### config.mk
export PLATFORM = sky130hd
export DESIGN_NAME = userCsrTop
export DESIGN_NICKNAME = d
export VERILOG_FILES = /design/src/source/userCsrPkg.sv /design/src/source/csrAccessIf.sv /design/src/source/apbCsrPort.sv /design/src/source/csrReadMux.sv /design/src/source/fpUserCsr.sv /design/src/source/retireCounterCsr.sv /design/src/source/userCsrTop.sv
export VERILOG_INCLUDE_DIRS = /design/src /design/src/source
export SDC_FILE = /design/constraint.sdc
export NUM_CORES = 1
export LEC_CHECK = 0
export BUFFER_PORTS_ARGS = -buffer_cell sky130_fd_sc_hd__buf_4
export CELL_PAD_IN_SITES_DETAIL_PLACEMENT = 0
export CELL_PAD_IN_SITES_GLOBAL_PLACEMENT = 1
export CORE_ASPECT_RATIO = 0.5
export CORE_MARGIN = 4
export CORE_UTILIZATION = 23
export CTS_CLUSTER_SIZE = 28
export DETAILED_ROUTE_END_ITERATION = 10
export GPL_TIMING_DRIVEN = 0
export PLACE_DENSITY = 0.46
export SETUP_SLACK_MARGIN = 0.15
export SYNTH_ARGS = -nofsm -noshare
export SYNTH_HDL_FRONTEND = slang
export SYNTH_SLANG_ARGS = --single-unit
### constraint.sdc
create_clock -name clk -period 2.1 [get_ports clk]
set_input_delay 0.21 -clock clk [delete_from_list [all_inputs] [get_ports clk]]
set_output_delay 0.21 -clock clk [all_outputs]
set_load 0.02 [all_outputs]
### src/source/userCsr_macros.svh
//////////////////////////////
// XLEN is fixed at 32. The instreth CSR assumes this width
// Setting FP_SUPPORTED to 0 makes every floating-point CSR illegal
//////////////////////////////

`ifndef USERCSR_MACROS_SVH
`define USERCSR_MACROS_SVH

// Width of one CSR data word
`define XLEN 32

// Include the floating-point CSRs when 1
`define FP_SUPPORTED 1

//////////////////////////////
// User-level CSR numbers
//////////////////////////////

`define CSR_FFLAGS   12'h001
`define CSR_FRM      12'h002
`define CSR_FCSR     12'h003
`define CSR_INSTRET  12'hC02
`define CSR_INSTRETH 12'hC82

`endif

### src/source/userCsrPkg.sv
//////////////////////////////
// Types shared by the CSR block. Widths follow the macros header
//////////////////////////////

`include "userCsr_macros.svh"

package userCsrPkg;

  // A 12-bit CSR number as it arrives on pAddr
  typedef logic [11:0] csrAdrT;

  // One data word as read or written over APB
  typedef logic [`XLEN-1:0] xlenT;

  // Accrued exception flags in the order NV DZ OF UF NX
  typedef logic [4:0] fflagsT;

  // Dynamic rounding mode as stored in frm
  typedef logic [2:0] roundModeT;

  // Phase of the APB transfer seen in one cycle
  // IDLE means pSel is low
  // SETUP is the first cycle of a transfer and ACCESS the second
  typedef enum logic [1:0] {
    IDLE   = 2'd0,
    SETUP  = 2'd1,
    ACCESS = 2'd2
  } apbPhaseT;

endpackage

### src/source/csrAccessIf.sv
//////////////////////////////
// One decoded CSR request per cycle. Valid only while access is high
//////////////////////////////

interface csrAccessIf
  import userCsrPkg::*;
(
  input logic clk
);

  // CSR number of the current transfer
  csrAdrT adr;
  // High in the access cycle of a transfer
  logic   access;
  // High in the access cycle of a write transfer
  logic   write;
  // Data to store on a write
  xlenT   wrData;

  // The APB front end produces the request
  modport port (
    output adr,
    output access,
    output write,
    output wrData
  );

  // The CSR units decode and store from the request
  modport unit (
    input adr,
    input access,
    input write,
    input wrData
  );

  // The read mux only needs the address and the phase
  // It also takes the clock to sample its checks
  modport mux (
    input clk,
    input adr,
    input access
  );

endinterface

### src/source/apbCsrPort.sv
//////////////////////////////
// APB slave without wait states. pReady is the access phase itself
// The request is combinational from the APB inputs
//////////////////////////////

module apbCsrPort
  import userCsrPkg::*;
(
  input  logic     clk,
  input  logic     arstN,
  input  csrAdrT   pAddr,
  input  logic     pSel,
  input  logic     pEnable,
  input  logic     pWrite,
  input  xlenT     pWData,
  csrAccessIf.port csr,
  output logic     pReady
);

  // Phase of the transfer in this cycle, decoded from pSel and pEnable
  apbPhaseT curPhase;
  // Phase seen in the previous cycle
  apbPhaseT prevPhase;

  //////////////////////////////
  // Phase decode
  //////////////////////////////

  always_comb begin
    if (!pSel) begin
      curPhase = IDLE;
    end else if (!pEnable) begin
      curPhase = SETUP;
    end else begin
      curPhase = ACCESS;
    end
  end

  // Every CSR answers in the same cycle, so the slave is always ready
  assign pReady = (curPhase == ACCESS);

  //////////////////////////////
  // Request to the CSR units
  //////////////////////////////

  assign csr.adr    = pAddr;
  assign csr.access = (curPhase == ACCESS);
  // A write only counts in its access cycle
  assign csr.write  = (curPhase == ACCESS) && pWrite;
  assign csr.wrData = pWData;

  // Remember the phase so the checks below can see the sequence
  always_ff @(posedge clk or negedge arstN) begin
    if (!arstN) begin
      prevPhase <= IDLE;
    end else begin
      prevPhase <= curPhase;
    end
  end

  //////////////////////////////
  // Protocol checks
  //////////////////////////////

  // pEnable may only rise while the slave is selected
  assert property (@(posedge clk) disable iff (!arstN)
    $rose(pEnable) |-> pSel);

  // An access cycle always follows exactly one setup cycle
  assert property (@(posedge clk) disable iff (!arstN)
    (curPhase == ACCESS) |-> (prevPhase == SETUP));

  // Address and direction hold from setup into access
  assert property (@(posedge clk) disable iff (!arstN)
    (curPhase == ACCESS) |-> ($stable(pAddr) && $stable(pWrite)));

endmodule

### src/source/csrReadMux.sv
//////////////////////////////
// Combinational read return. pRData and pSlvErr matter only in access
//////////////////////////////

module csrReadMux
  import userCsrPkg::*;
(
  csrAccessIf.mux csr,
  input  xlenT    fpRdVal,
  input  logic    fpClaim,
  input  xlenT    cntRdVal,
  input  logic    cntClaim,
  input  logic    writeViolation,
  output xlenT    pRData,
  output logic    pSlvErr
);

  logic anyClaim;

  assign anyClaim = fpClaim || cntClaim;

  //////////////////////////////
  // Read data
  //////////////////////////////

  // Unknown addresses return zero
  always_comb begin
    if (fpClaim) begin
      pRData = fpRdVal;
    end else if (cntClaim) begin
      pRData = cntRdVal;
    end else begin
      pRData = '0;
    end
  end

  // Error on an unclaimed address or on a write to a read-only CSR
  assign pSlvErr = csr.access && (!anyClaim || writeViolation);

  //////////////////////////////
  // Checks
  //////////////////////////////

  // The units own disjoint address sets
  assert property (@(posedge csr.clk)
    csr.access |-> !(fpClaim && cntClaim));

endmodule

### src/source/fpUserCsr.sv
//////////////////////////////
// fflags, frm and fcsr. fcsr is a view of the other two
// Without FP_SUPPORTED nothing is claimed and roundMode is zero
//////////////////////////////

`include "userCsr_macros.svh"

module fpUserCsr
  import userCsrPkg::*;
(
  input  logic      clk,
  input  logic      arstN,
  input  fflagsT    setFflags,
  csrAccessIf.unit  csr,
  output xlenT      rdVal,
  output logic      claim,
  output roundModeT roundMode
);

  generate
    if (`FP_SUPPORTED) begin : gFp
      fflagsT    fflags;
      roundModeT frm;
      logic      hitFflags;
      logic      hitFrm;
      logic      hitFcsr;
      logic      wrFflags;
      logic      wrFrm;

      //////////////////////////////
      // Address decode
      //////////////////////////////

      assign hitFflags = (csr.adr == `CSR_FFLAGS);
      assign hitFrm    = (csr.adr == `CSR_FRM);
      assign hitFcsr   = (csr.adr == `CSR_FCSR);
      assign claim     = hitFflags || hitFrm || hitFcsr;

      // fcsr writes both fields at once
      assign wrFflags = csr.write && (hitFflags || hitFcsr);
      assign wrFrm    = csr.write && (hitFrm || hitFcsr);

      //////////////////////////////
      // Registers
      //////////////////////////////

      always_ff @(posedge clk or negedge arstN) begin
        if (!arstN) begin
          fflags <= '0;
          frm    <= '0;
        end else begin
          // A software write wins over flags raised in the same cycle
          if (wrFflags) begin
            fflags <= csr.wrData[4:0];
          end else begin
            // Flags are sticky and only software clears them
            fflags <= fflags | setFflags;
          end
          if (wrFrm) begin
            // fcsr keeps the rounding mode in bits 7:5
            frm <= hitFcsr ? csr.wrData[7:5] : csr.wrData[2:0];
          end
        end
      end

      assign roundMode = frm;

      // Read values are zero-extended to the full word
      always_comb begin
        case (csr.adr)
          `CSR_FFLAGS: rdVal = {{(`XLEN-5){1'b0}}, fflags};
          `CSR_FRM:    rdVal = {{(`XLEN-3){1'b0}}, frm};
          `CSR_FCSR:   rdVal = {{(`XLEN-8){1'b0}}, frm, fflags};
          default:     rdVal = '0;
        endcase
      end

    end else begin : gNoFp
      // No floating point. Every address falls through as illegal
      assign claim     = 1'b0;
      assign rdVal     = '0;
      assign roundMode = '0;
    end
  endgenerate

  // Only the low 8 bits can ever be set
  assert property (@(posedge clk) disable iff (!arstN)
    rdVal[`XLEN-1:8] == '0);

endmodule

### src/source/retireCounterCsr.sv
//////////////////////////////
// 64-bit retired instruction count, read only over two CSRs
// Writes are flagged as violations and never change the count
//////////////////////////////

`include "userCsr_macros.svh"

module retireCounterCsr
  import userCsrPkg::*;
(
  input  logic     clk,
  input  logic     arstN,
  input  logic     retire,
  csrAccessIf.unit csr,
  output xlenT     rdVal,
  output logic     claim,
  output logic     writeViolation
);

  // Two CSR words wide
  logic [2*`XLEN-1:0] count;
  logic               hitLo;
  logic               hitHi;

  //////////////////////////////
  // Counter
  //////////////////////////////

  // One increment per retired instruction
  always_ff @(posedge clk or negedge arstN) begin
    if (!arstN) begin
      count <= '0;
    end else if (retire) begin
      count <= count + 1'b1;
    end
  end

  //////////////////////////////
  // CSR access
  //////////////////////////////

  assign hitLo = (csr.adr == `CSR_INSTRET);
  assign hitHi = (csr.adr == `CSR_INSTRETH);
  assign claim = hitLo || hitHi;

  // The counter is user read-only, so any write to it is an error
  // csr.write already includes the access phase
  assign writeViolation = csr.write && claim;

  always_comb begin
    if (hitHi) begin
      rdVal = count[2*`XLEN-1:`XLEN];
    end else if (hitLo) begin
      rdVal = count[`XLEN-1:0];
    end else begin
      rdVal = '0;
    end
  end

  // The count only moves forward between resets
  assert property (@(posedge clk) disable iff (!arstN)
    count >= $past(count));

endmodule

### src/source/userCsrTop.sv
//////////////////////////////
// User CSR block with an APB slave port
// One transfer takes two clocks and never stalls
//////////////////////////////

module userCsrTop
  import userCsrPkg::*;
(
  input  logic      clk,
  input  logic      arstN,
  input  csrAdrT    pAddr,
  input  logic      pSel,
  input  logic      pEnable,
  input  logic      pWrite,
  input  xlenT      pWData,
  output xlenT      pRData,
  output logic      pReady,
  output logic      pSlvErr,
  input  fflagsT    setFflags,
  input  logic      retire,
  output roundModeT roundMode
);

  xlenT fpRdVal;
  logic fpClaim;
  xlenT cntRdVal;
  logic cntClaim;
  logic cntWriteViolation;

  // Decoded request shared by all units
  csrAccessIf csrBus (.clk(clk));

  apbCsrPort port_i (
    .clk     (clk),
    .arstN   (arstN),
    .pAddr   (pAddr),
    .pSel    (pSel),
    .pEnable (pEnable),
    .pWrite  (pWrite),
    .pWData  (pWData),
    .csr     (csrBus.port),
    .pReady  (pReady)
  );

  fpUserCsr fp_i (
    .clk       (clk),
    .arstN     (arstN),
    .setFflags (setFflags),
    .csr       (csrBus.unit),
    .rdVal     (fpRdVal),
    .claim     (fpClaim),
    .roundMode (roundMode)
  );

  retireCounterCsr cnt_i (
    .clk            (clk),
    .arstN          (arstN),
    .retire         (retire),
    .csr            (csrBus.unit),
    .rdVal          (cntRdVal),
    .claim          (cntClaim),
    .writeViolation (cntWriteViolation)
  );

  csrReadMux mux_i (
    .csr            (csrBus.mux),
    .fpRdVal        (fpRdVal),
    .fpClaim        (fpClaim),
    .cntRdVal       (cntRdVal),
    .cntClaim       (cntClaim),
    .writeViolation (cntWriteViolation),
    .pRData         (pRData),
    .pSlvErr        (pSlvErr)
  );

endmodule

# Word-level counts from Yosys, hierarchy flattened
# Index checks and enable logic that the tools add are counted.
# classes
addsub	1
mux	9
n_eq_ne	6
bitwise	1
n_reduce_logical	13
# ops
op	n
32-bit 2-to-1 mux	4
64-bit by 1-bit adder with 64-bit output (second input constant)	1
12-bit == test (second input constant)	2
12-bit by 2-bit == test with 1-bit output (second input constant)	2
8-bit case mux with 3 select lines	1
12-bit by 1-bit == test with 1-bit output (second input constant)	1
1-bit logical OR	7
1-bit logical AND	5
5-bit 2-to-1 mux	1
5-bit bitwise OR	1
2-bit 2-to-1 mux	2
3-bit 2-to-1 mux	1
2-bit == test (second input constant)	1
1-bit logical NOT	1
# totals
in_bits	55
elab_cells	33
reg_bits	72
output_inout_bits	37

# Depth between registers and ports, before layout
# Gate-level depths: netlist (run 1).
# logic_depth
depth_word	7
depth_mapped	7
ltp_nobuf	6

# Modules after synthesis
# From an unflattened synthesis (run 1), not the netlist that was laid out.
# unflattened
hier_cells	536
area_unflattened_um2	5133.7
# by_module_without_submodules
mod	area_each_um2	seq_area_each_um2	cells_each	instances
retireCounterCsr	3676.0	1601.5	360	1
fpUserCsr	734.5	200.2	83	1
csrReadMux	372.9	0.0	46	1
apbCsrPort	350.3	0.0	47	1

# Least setup slack after synthesis (run 1)
# No wires, ideal clock.
# synth_timing
path_kind	register -> register
startpoint	register cnt_i.count[7]
endpoint	register cnt_i.count[31]
required_time_ns	1.977
path_stages_with_launch	6
n_path_buf	0
period_less_slack_ns	1.944
setup_slack_ns	0.156
setup_time_ns	0.123
arrival_ns	1.821
path_cell_list	dfrtp_1 -> nand3_2 -> or4_4 -> nor3_4 -> or3b_1 -> xnor2_1
# synth_via
elab_chain_len	1
# synth_lines
element	line_no	rtl
start, declared	retireCounterCsr.sv:21	logic [2*`XLEN-1:0] count;
start signal, assigned	retireCounterCsr.sv:34	count <= count + 1'b1;
64-bit by 1-bit adder with 64-bit output	retireCounterCsr.sv:34	
# No other way between the ends.
# A chain may end at the register's enable or synchronous reset.

# Final worst setup path (run 1)
# layout_timing
startpoint	register cnt_i.count[9]
endpoint	register cnt_i.count[31]
# Same word-level chain as after synthesis.

==> results of run 1 <==
[timing repair]
item                                    4_1_cts  5_1_grt
endpoints found under the setup margin       79       62
buffers inserted                             26       13
pin swaps                                    11       12
gates resized for setup                      47       40
[metrics by stage]
step | std cells | utilization (%) | worst slack, ns | TNS [ns]
after floorplan | 421 | - | 0.156 | 0
after global placement | 712 | 28.6 | -0.642 | -15.40
after detailed placement | 712 | 28.6 | -0.619 | -14.78
after CTS | 754 | 32.7 | 0.123 | 0
after global routing | 767 | 34.1 | 0.0299 | 0
final | 767 | 34.1 | 0.117 | 0
[kinds of logic after synthesis]
| family | share of synthesized area (%) |
|---|---|
| mux | 9.75 |
| fa+ha+maj | 0.312 |
| xor+xnor | 13.7 |
| compound gates | 2.09 |
| simple gates | 26.9 |
| flops | 44.9 |
| buf+inv | 2.34 |
[worst min-delay path by stage]
stage	slack, ns	to	cells after the start	from
after detailed placement	0.43	cnt_i.count[19]$_DFFE_PN0P_	1	arstN
final	0.004	cnt_i.count[20]$_DFFE_PN0P_	1	arstN
after floorplan	-0.09	cnt_i.count[0]$_DFFE_PN0P_	0	arstN
after global placement	0.42	fp_i.gFp.fflags[4]$_DFF_PN0_	3	pWData[4]
after global routing	0.09	fp_i.gFp.fflags[4]$_DFF_PN0_	3	pWData[4]
after CTS	0.06	cnt_i.count[51]$_DFFE_PN0P_	1	arstN
[cells in the mapped netlist, drive strengths merged (10+ instances only)]
| cell type | instances |
|---|---|
| nand3 | 35 |
| inv | 11 |
| xnor2 | 41 |
| nor2 | 57 |
| nor4 | 10 |
| nand4 | 22 |
| mux2i | 38 |
| nand2 | 32 |
| and3 | 11 |
| dfrtp | 72 |
| nor3 | 20 |
| xor2 | 22 |
[area by class of cell]
type | count | share of cell area, %
buffer | 13 | 1.76
clock buffer | 10 | 4.02
clock inverter | 6 | 1.47
inverter | 11 | 0.725
multi-input combinational | 325 | 41.6
sequential | 72 | 31.9
tap | 227 | 4.99
timing repair buffer | 103 | 13.6
[layer usage]
layer	vias up	wire length, um	global-route usage (%)
met1	1755	6940	20.6
met5	-	0	0
met3	9	577	3.06
met4	0	161	3.32
met2	68	5540	20.1
li1	1700	-	-
[report_power, final]
group,internal (uW),total (uW),switching [uW],leakage [uW]
Combinational,217,376,159,0.00144
Sequential,1450,1570,110,0.000907
Clock,1040,1650,616,0.000156
[state kept, by name, summed over array words and instances (netlist names)]
name and count:
cnt_i.count 64, fp_i.gFp.fflags 5, fp_i.roundMode 3
==> results.md, run 1 <==
- Via count: 3532
- Netlist cell types: 36
- Async SR Flop Fraction: 100%
- DRT antenna net count: 0
- Buf/Inv on CP: 0
- Post-synth EDFFs: 0
- Placed inst area: 0.00478 mm^2
- Die height: 101 um
- Leakage: 0.00250 uW
- Final #Nets: 591
- Via density per instance: 4.60
- Sequential cell area: 0.00182 mm^2
- Share of the synthesized area in the top cell type: 44.9%
- Vias in the first global route: 3611
- FF-to-FF Start: cnt_i.count[9]$_DFFE_PN0P_
- Final Skew: 0.00964 ns
- Fraction of layout cells with a size suffix above 1: 35.9%
- Drt first-iter violations: 188
- Clock Latency Late Sink: 0.34 ns
- Port-buffer cells: 64
- DIE AREA: 0.0198 mm^2
- Top Ports: 92
- Site Rows: 33
- Max-Slew Margin vs Limit: 35.2%
- Worst-path fanout max: 4
- Total global-route track usage: 13.8%
- Most frequent cells in the layout: buf_4 (105), dfrtp_1 (59), nor2_1 (54)
- Post-route design area: 0.00570 mm^2
- Power per Cell Area: 631 mW/mm^2
- Stages on worst setup path: 5
- CP endpoint: cnt_i.count[31]$_DFFE_PN0P_
- WL final: 13200 um
- Max_cap viols: 0
- Slowest stage delay, CP: 0.60 ns
- Crit-path cells: nand3_4 > or4_4 > nor3_4 > or3b_1 > xnor2_1
- Number of H-tree levels: 3
- CTS tree: built
- Worst setup path start: cnt_i.count[9]$_DFFE_PN0P_
- Synthesized flop and latch total: 72
- Maximum VDD drop: 0.428 mV
- CTS sink count: 72
- CP Data Arrival Time: 2.21 ns
- Reg2Reg Capture Point: cnt_i.count[31]$_DFFE_PN0P_
- Multi-input logic area: 0.00237 mm^2
- Starting Density: 24.0%
- Hold bufs inserted after CTS: 0
- R2r setup slk: 0.12 ns
- RSZ-0062 raised after global routing: yes
- First-pass GRT wire length: 21100 um
- GP Congestion: 0.772
- Startpoint Class: flop
- GRT overflow: 0
- Hold Slack: 0.00427 ns
- Crit-path leading delay family: simple AND/OR/NAND/NOR gates
- Status: complete, no violations
- Layout fillers: 1747
- Antenna cell count: 0
- Post-Syn Nets: 477
- Largest net degree at the start of global routing: 73
- Crit Path Category: reg -> reg
- Crit-path slowest cell: or4_4
- Core Region: 0.0167 mm^2
- DP HPWL: 9750 um
- Fin crit share: 94.4%
- Drt first pass iters: 4
- Synth warn: 0
- Pwr Total: 3590 uW
- Most used DFF post-synth: dfrtp_1
- Drt drc: 0
- CTS Buf Count: 9
- Area grow syn2layout: 41.9%
- Fin crit period: 1.98 ns
- Syn Area/Cell: 9.54 um^2
- Biggest area consumer among synthesized cells: dfrtp_1
- Final setup fails: 0
- Worst Tran Pin Value: 0.973 ns
- Slew Limit Fails: 0
- Reg clk slew, reported paths: 0.06 ns
- Hold Crit Class: in -> async
- Avg WL per Cell: 17.2 um
- Most common cell after layout, fill and taps aside: buf_4
- R2R depth: 5
- Clk root buf: clkbuf_16
- Die width: 195 um
- Final hold vios: 0
- Crit end category: flop
- Antenna violations before repair: 0
- Clock buffer depth: 2
- Required time of the critical path: 2.32 ns
- Synth area leaders: dfrtp_1 (45%), mux2i_1 (9.5%), xnor2_1 (8.9%)
- Sequential share of the synthesized area: 44.9%
- FMAX: 0.504 GHz
- Mapped cell area: 0.00402 mm^2
- Synthesized instance count: 421
(Power assumes the default switching activity.)
==> run 2: changes to the inputs <==
CORE_UTILIZATION = 35   (was 23)
PLACE_DENSITY = 0.66   (was 0.46)
==> run 2 against run 1 <==
Against the previous run: the flow now finishes with violations (hold timing); core utilization up 16 points; sequential power about the same; sequential share of layout area up 0.58 points; final cell count down 11%; largest cell class unchanged.
==> results.md, run 2 (synthesis results as in run 1) <==
- Port-buffer cells: 64
- Setup Total Neg Slack: 0 ns
- Crit end category: flop
- Die height: 83.7 um
- Largest register FFs: 64
- Vias in the first global route: 3519
- DRT antenna net count: 0
- Clk root buf: clkbuf_16
- Max_cap viols: 0
- Number of H-tree levels: 3
- Worst setup path start: cnt_i.count[12]$_DFFE_PN0P_
- Final Skew: 0.00391 ns
- Required time of the critical path: 2.32 ns
- Worst Tran Pin Value: 1.01 ns
- Die width: 159 um
- Final hold vios: 7
- Drt first pass iters: 5
- Fraction of layout cells with a size suffix above 1: 32.7%
- Clock buffer depth: 2
- Max-Slew Margin vs Limit: 32.3%
- Largest reg by FF count: cnt_i.count
- Drt first-iter violations: 176
- Area grow syn2layout: 39.1%
- RSZ-0062 raised after global routing: yes
- Util after Layout: 50.4%
- Drt drc: 0
- Final critical-path setup slack: 0.0786 ns
- Core Region: 0.0111 mm^2
- Clock Latency Late Sink: 0.33 ns
- Failing checks: hold timing
- Maximum VDD drop: 0.406 mV
- Worst-path fanout max: 5
- CTS Buf Count: 9
- Leakage: 0.00251 uW
- Final #Nets: 586
- Site Rows: 27
- Status: complete, but fails checks
- Via density per instance: 5.16
- GRT overflow: 0
- Power per Cell Area: 679 mW/mm^2
- CTS sink count: 72
- Hold Slack: -0.0138 ns
- Fin crit share: 96.3%
- Largest net degree at the start of global routing: 73
- Avg WL per Cell: 17.3 um
- Final setup fails: 0
- Layout fillers: 1071
- Antenna violations before repair: 1
- Crit Path Category: reg -> reg
- WL final: 11700 um
- Most common cell after layout, fill and taps aside: buf_4
- Pwr Total: 3790 uW
- Top Ports: 92
- Setup slack at placement: -0.553 ns
- FF-to-FF Start: cnt_i.count[12]$_DFFE_PN0P_
- CP Data Arrival Time: 2.24 ns
- DIE AREA: 0.0134 mm^2
- First-pass GRT wire length: 19000 um
- Hold bufs inserted after CTS: 0
- Hold Crit Class: in -> async
- Slew Limit Fails: 0
- FMAX: 0.495 GHz
- Most frequent cells in the layout: buf_4 (96), dfrtp_1 (62), nor2_1 (53)
- Total global-route track usage: 17.8%
- Startpoint Class: flop
- Fin crit period: 2.02 ns
- DP HPWL: 8300 um
- Antenna cell count: 0
- GP Congestion: 0.809
- CTS tree: built
- Via count: 3511
- Reg clk slew, reported paths: 0.06 ns
- Starting Density: 36.2%
[run 2: cell count changes in the layout (fill, tap and decap cells not counted), moves of 3 or more]
| cell | previous run | this run |
|---|---|---|
| nor3_1 | 8 | 14 |
| nor3_2 | 10 | 5 |
| buf_4 | 105 | 96 |
| dfrtp_1 | 59 | 62 |
| dfrtp_2 | 13 | 10 |
| clkbuf_8 | 0 | 3 |
| nand3_2 | 5 | 2 |
| clkinv_2 | 3 | 0 |
[run 2: critical path, stage by stage, from the launching register on]
cell and delay, ns:
dfrtp_1 0.42, nand3_4 0.14, or4_4 0.59, nor3_4 0.22
or3b_4 0.40, xnor2_1 0.13
[run 2: what timing repair did]
item / CTS / global route
setup buffers: 26 / 8
endpoints found under the hold margin: 0 / 0
setup endpoints to repair: 76 / 63
pin swaps: 11 / 7
resized for setup: 39 / 37
[run 2: path summary, 6_finish.rpt]
kind / end / slack (ns) / cells past startpoint
min in group clk: fp_i.gFp.fflags[4]$_DFF_PN0_ / 0.08 / 3
worst min-delay path: cnt_i.count[20]$_DFFE_PN0P_ / -0.01 / 1
worst max register to register: cnt_i.count[31]$_DFFE_PN0P_ / 0.08 / 5
max in group asynchronous: cnt_i.count[3]$_DFFE_PN0P_ / 1.38 / 1
worst max-delay path: cnt_i.count[31]$_DFFE_PN0P_ / 0.08 / 5
worst min register to register: cnt_i.count[63]$_DFFE_PN0P_ / 0.48 / 1
[run 2: area by class of cell]
type	count	area [um^2]	area share [%]
flip-flops and latches	72	1810	32.5
clock inverters	5	128	2.29
well taps	145	181	3.25
repair buffers	98	747	13.4
inverters	11	41.3	0.739
clock buffers	11	243	4.35
plain buffers	13	96.3	1.73
multi-input cells	325	2330	41.8
[run 2: report_power, final]
| part | switching [uW] | internal (uW) | total [uW] |
|---|---|---|---|
| sequential | 101 | 1460 | 1560 |
| clock | 593 | 1310 | 1910 |
| combinational | 148 | 182 | 330 |
[run 2: metal layers]
layer	up-vias	GRT usage [%]	part of all wire [%]
li1	1688	-	-
met1	1745	26.0	53
met2	68	25.5	43
met3	8	5.13	4.3
met4	2	4.96	0.44
met5	-	0	0.094
[run 2: through the flow]
stage / instance area, um^2 / cells
global route: 5580 / 680
global placement: 4680 / 630
detailed placement: 4680 / 630
CTS: 5400 / 672
finish: 5580 / 680
floorplan: 4020 / 421
==> run 3: changes to the inputs <==
RECOVER_POWER = 50   (was default)
SKIP_CTS_REPAIR_TIMING = 1   (was default)
==> run 3 against run 2 <==
Against the previous run: the flow finishes with violations (capacitance limit, slew limit); design area shrank 2.6%; routed wire length shrank 3.1%; critical path depth is the same; critical path type unchanged; largest cell class unchanged.
==> results.md, run 3 (synthesis results as in run 1) <==
- Fin crit share: 98.0%
- Clk root buf: clkbuf_16
- DRT antenna net count: 0
- Net switching power: 829 uW
- Multi-input logic area: 0.00227 mm^2
- Status: complete, but fails checks
- Port-buffer cells: 64
- Top Ports: 92
- Pwr Total: 3760 uW
- P_int: 2940 uW
- GP Congestion: 0.809
- Die height: 83.7 um
- Starting Density: 36.2%
- CTS tree: built
- Clock buffer depth: 2
- Max-Slew Margin vs Limit: -25.8%
- Drt drc: 0
- Switch share: 22.0%
- DIE AREA: 0.0134 mm^2
- Maximum VDD drop: 0.405 mV
- Logic pwr share: 8.7%
- Fin crit period: 2.06 ns
- Number of H-tree levels: 3
- Vias in the first global route: 3326
- Clock group share of total power: 50.4%
- RSZ-0062 raised after global routing: yes
- Most frequent cells in the layout: buf_4 (88), dfrtp_1 (60), nor2_1 (51)
- Via density per instance: 5.10
- Antenna violations before repair: 1
- Leakage: 0.00240 uW
- Crit end category: flop
- Hold Crit Class: in -> reg
- Slew Limit Fails: 73
- Largest reg by FF count: cnt_i.count
- Failing checks: capacitance limit, slew limit
- CP Data Arrival Time: 2.27 ns
- Area grow syn2layout: 35.4%
- Worst-path fanout max: 4
- Worst Tran Pin Value: 1.89 ns
- DP HPWL: 8300 um
- Via count: 3440
- Sequential share of power: 40.9%
- Avg WL per Cell: 16.9 um
- Required time of the critical path: 2.32 ns
- Util after Layout: 49.1%
- GRT overflow: 0
- Total global-route track usage: 17.0%
- Power per Cell Area: 692 mW/mm^2
- Antenna cell count: 0
- Final setup fails: 0
- Startpoint Class: flop
- Drt first-iter violations: 172
- Largest register FFs: 64
- Final Skew: 0.00416 ns
- FMAX: 0.486 GHz
- Final #Nets: 580
- Die width: 159 um
- Most common cell after layout, fill and taps aside: buf_4
- First-pass GRT wire length: 18100 um
- Largest net degree at the start of global routing: 73
- Fraction of layout cells with a size suffix above 1: 30.6%
- Site Rows: 27
- Layout fillers: 1088
- Sequential cell area: 0.00182 mm^2
- Drt first pass iters: 4
- Max_cap viols: 1
- Clock Latency Late Sink: 0.33 ns
- Core Region: 0.0111 mm^2
- CTS Buf Count: 9
- WL final: 11400 um
- Final hold vios: 0
- Reg clk slew, reported paths: 0.06 ns
- CTS sink count: 72
- Crit Path Category: reg -> reg
==> run 3: changes by cell type in the layout (fill, tap and decap cells not counted), sizes merged <==
cell and change:
buf -11, clkbuf +5
==> run 3: layout make-up <==
cell class,count,share of cell area [%]
Multi-Input combinational cell,325,41.8
Tap cell,145,3.34
Clock buffer,11,4.46
Clock inverter,5,2.35
Buffer,12,1.54
Sequential cell,72,33.4
Timing Repair Buffer,93,12.4
Inverter,11,0.759
==> run 3: worst max-delay path, cell delays in order, from the launching register on <==
cell	delay [ns]
dfrtp_1	0.43
nand4_1	0.22
or4_4	0.52
nor3_4	0.25
or3b_4	0.41
xnor2_1	0.13
==> run 3: worst paths after layout <==
kind | start | end | slack (ns) | cells after the start
worst max-delay path | cnt_i.count[24]$_DFFE_PN0P_ | cnt_i.count[31]$_DFFE_PN0P_ | 0.04 | 5
worst min-delay path | pWData[4] | fp_i.gFp.fflags[4]$_DFF_PN0_ | 0.08 | 3
worst max register to register | cnt_i.count[24]$_DFFE_PN0P_ | cnt_i.count[31]$_DFFE_PN0P_ | 0.04 | 5
worst min register to register | cnt_i.count[63]$_DFFE_PN0P_ | cnt_i.count[63]$_DFFE_PN0P_ | 0.48 | 1
max in group asynchronous | arstN | cnt_i.count[9]$_DFFE_PN0P_ | 0.44 | 1
min in group asynchronous | arstN | cnt_i.count[20]$_DFFE_PN0P_ | 0.36 | 1
==> run 3: layer usage <==
layer | GRT usage, % | wire, um | share of wire [%] | vias to the layer above
met5 | 0 | 7 | 0.062 | -
met4 | 4.02 | 115 | 1.0 | 2
met3 | 4.69 | 599 | 5.3 | 13
met1 | 25.3 | 5880 | 52 | 1662
met2 | 24.1 | 4770 | 42 | 79
li1 | - | - | - | 1684
==> run 3: power groups by stage <==
stage	Clock, uW	Combinational (uW)	Sequential (uW)
6_report	1900	328	1540
5_1_grt	2010	362	1550
4_1_cts	1950	276	1550
3_5_place_dp	0	275	1570
3_3_place_gp	0	270	1570
2_1_floorplan	0	174	1540
==> run 3: metrics by stage <==
step           TNS (ns)  std cells  hold WS, ns  area (um^2)  setup WS [ns]
6_report              0        674       0.0802         5440         0.0429
5_1_grt         -0.0294        674       0.0779         5440        -0.0294
3_5_place_dp     -10.76        630        0.419         4680         -0.553
2_1_floorplan         0        421      -0.0856         4020          0.156
3_3_place_gp     -11.16        630        0.417         4680         -0.559
4_1_cts          -11.59        646       0.0582         5050         -0.575
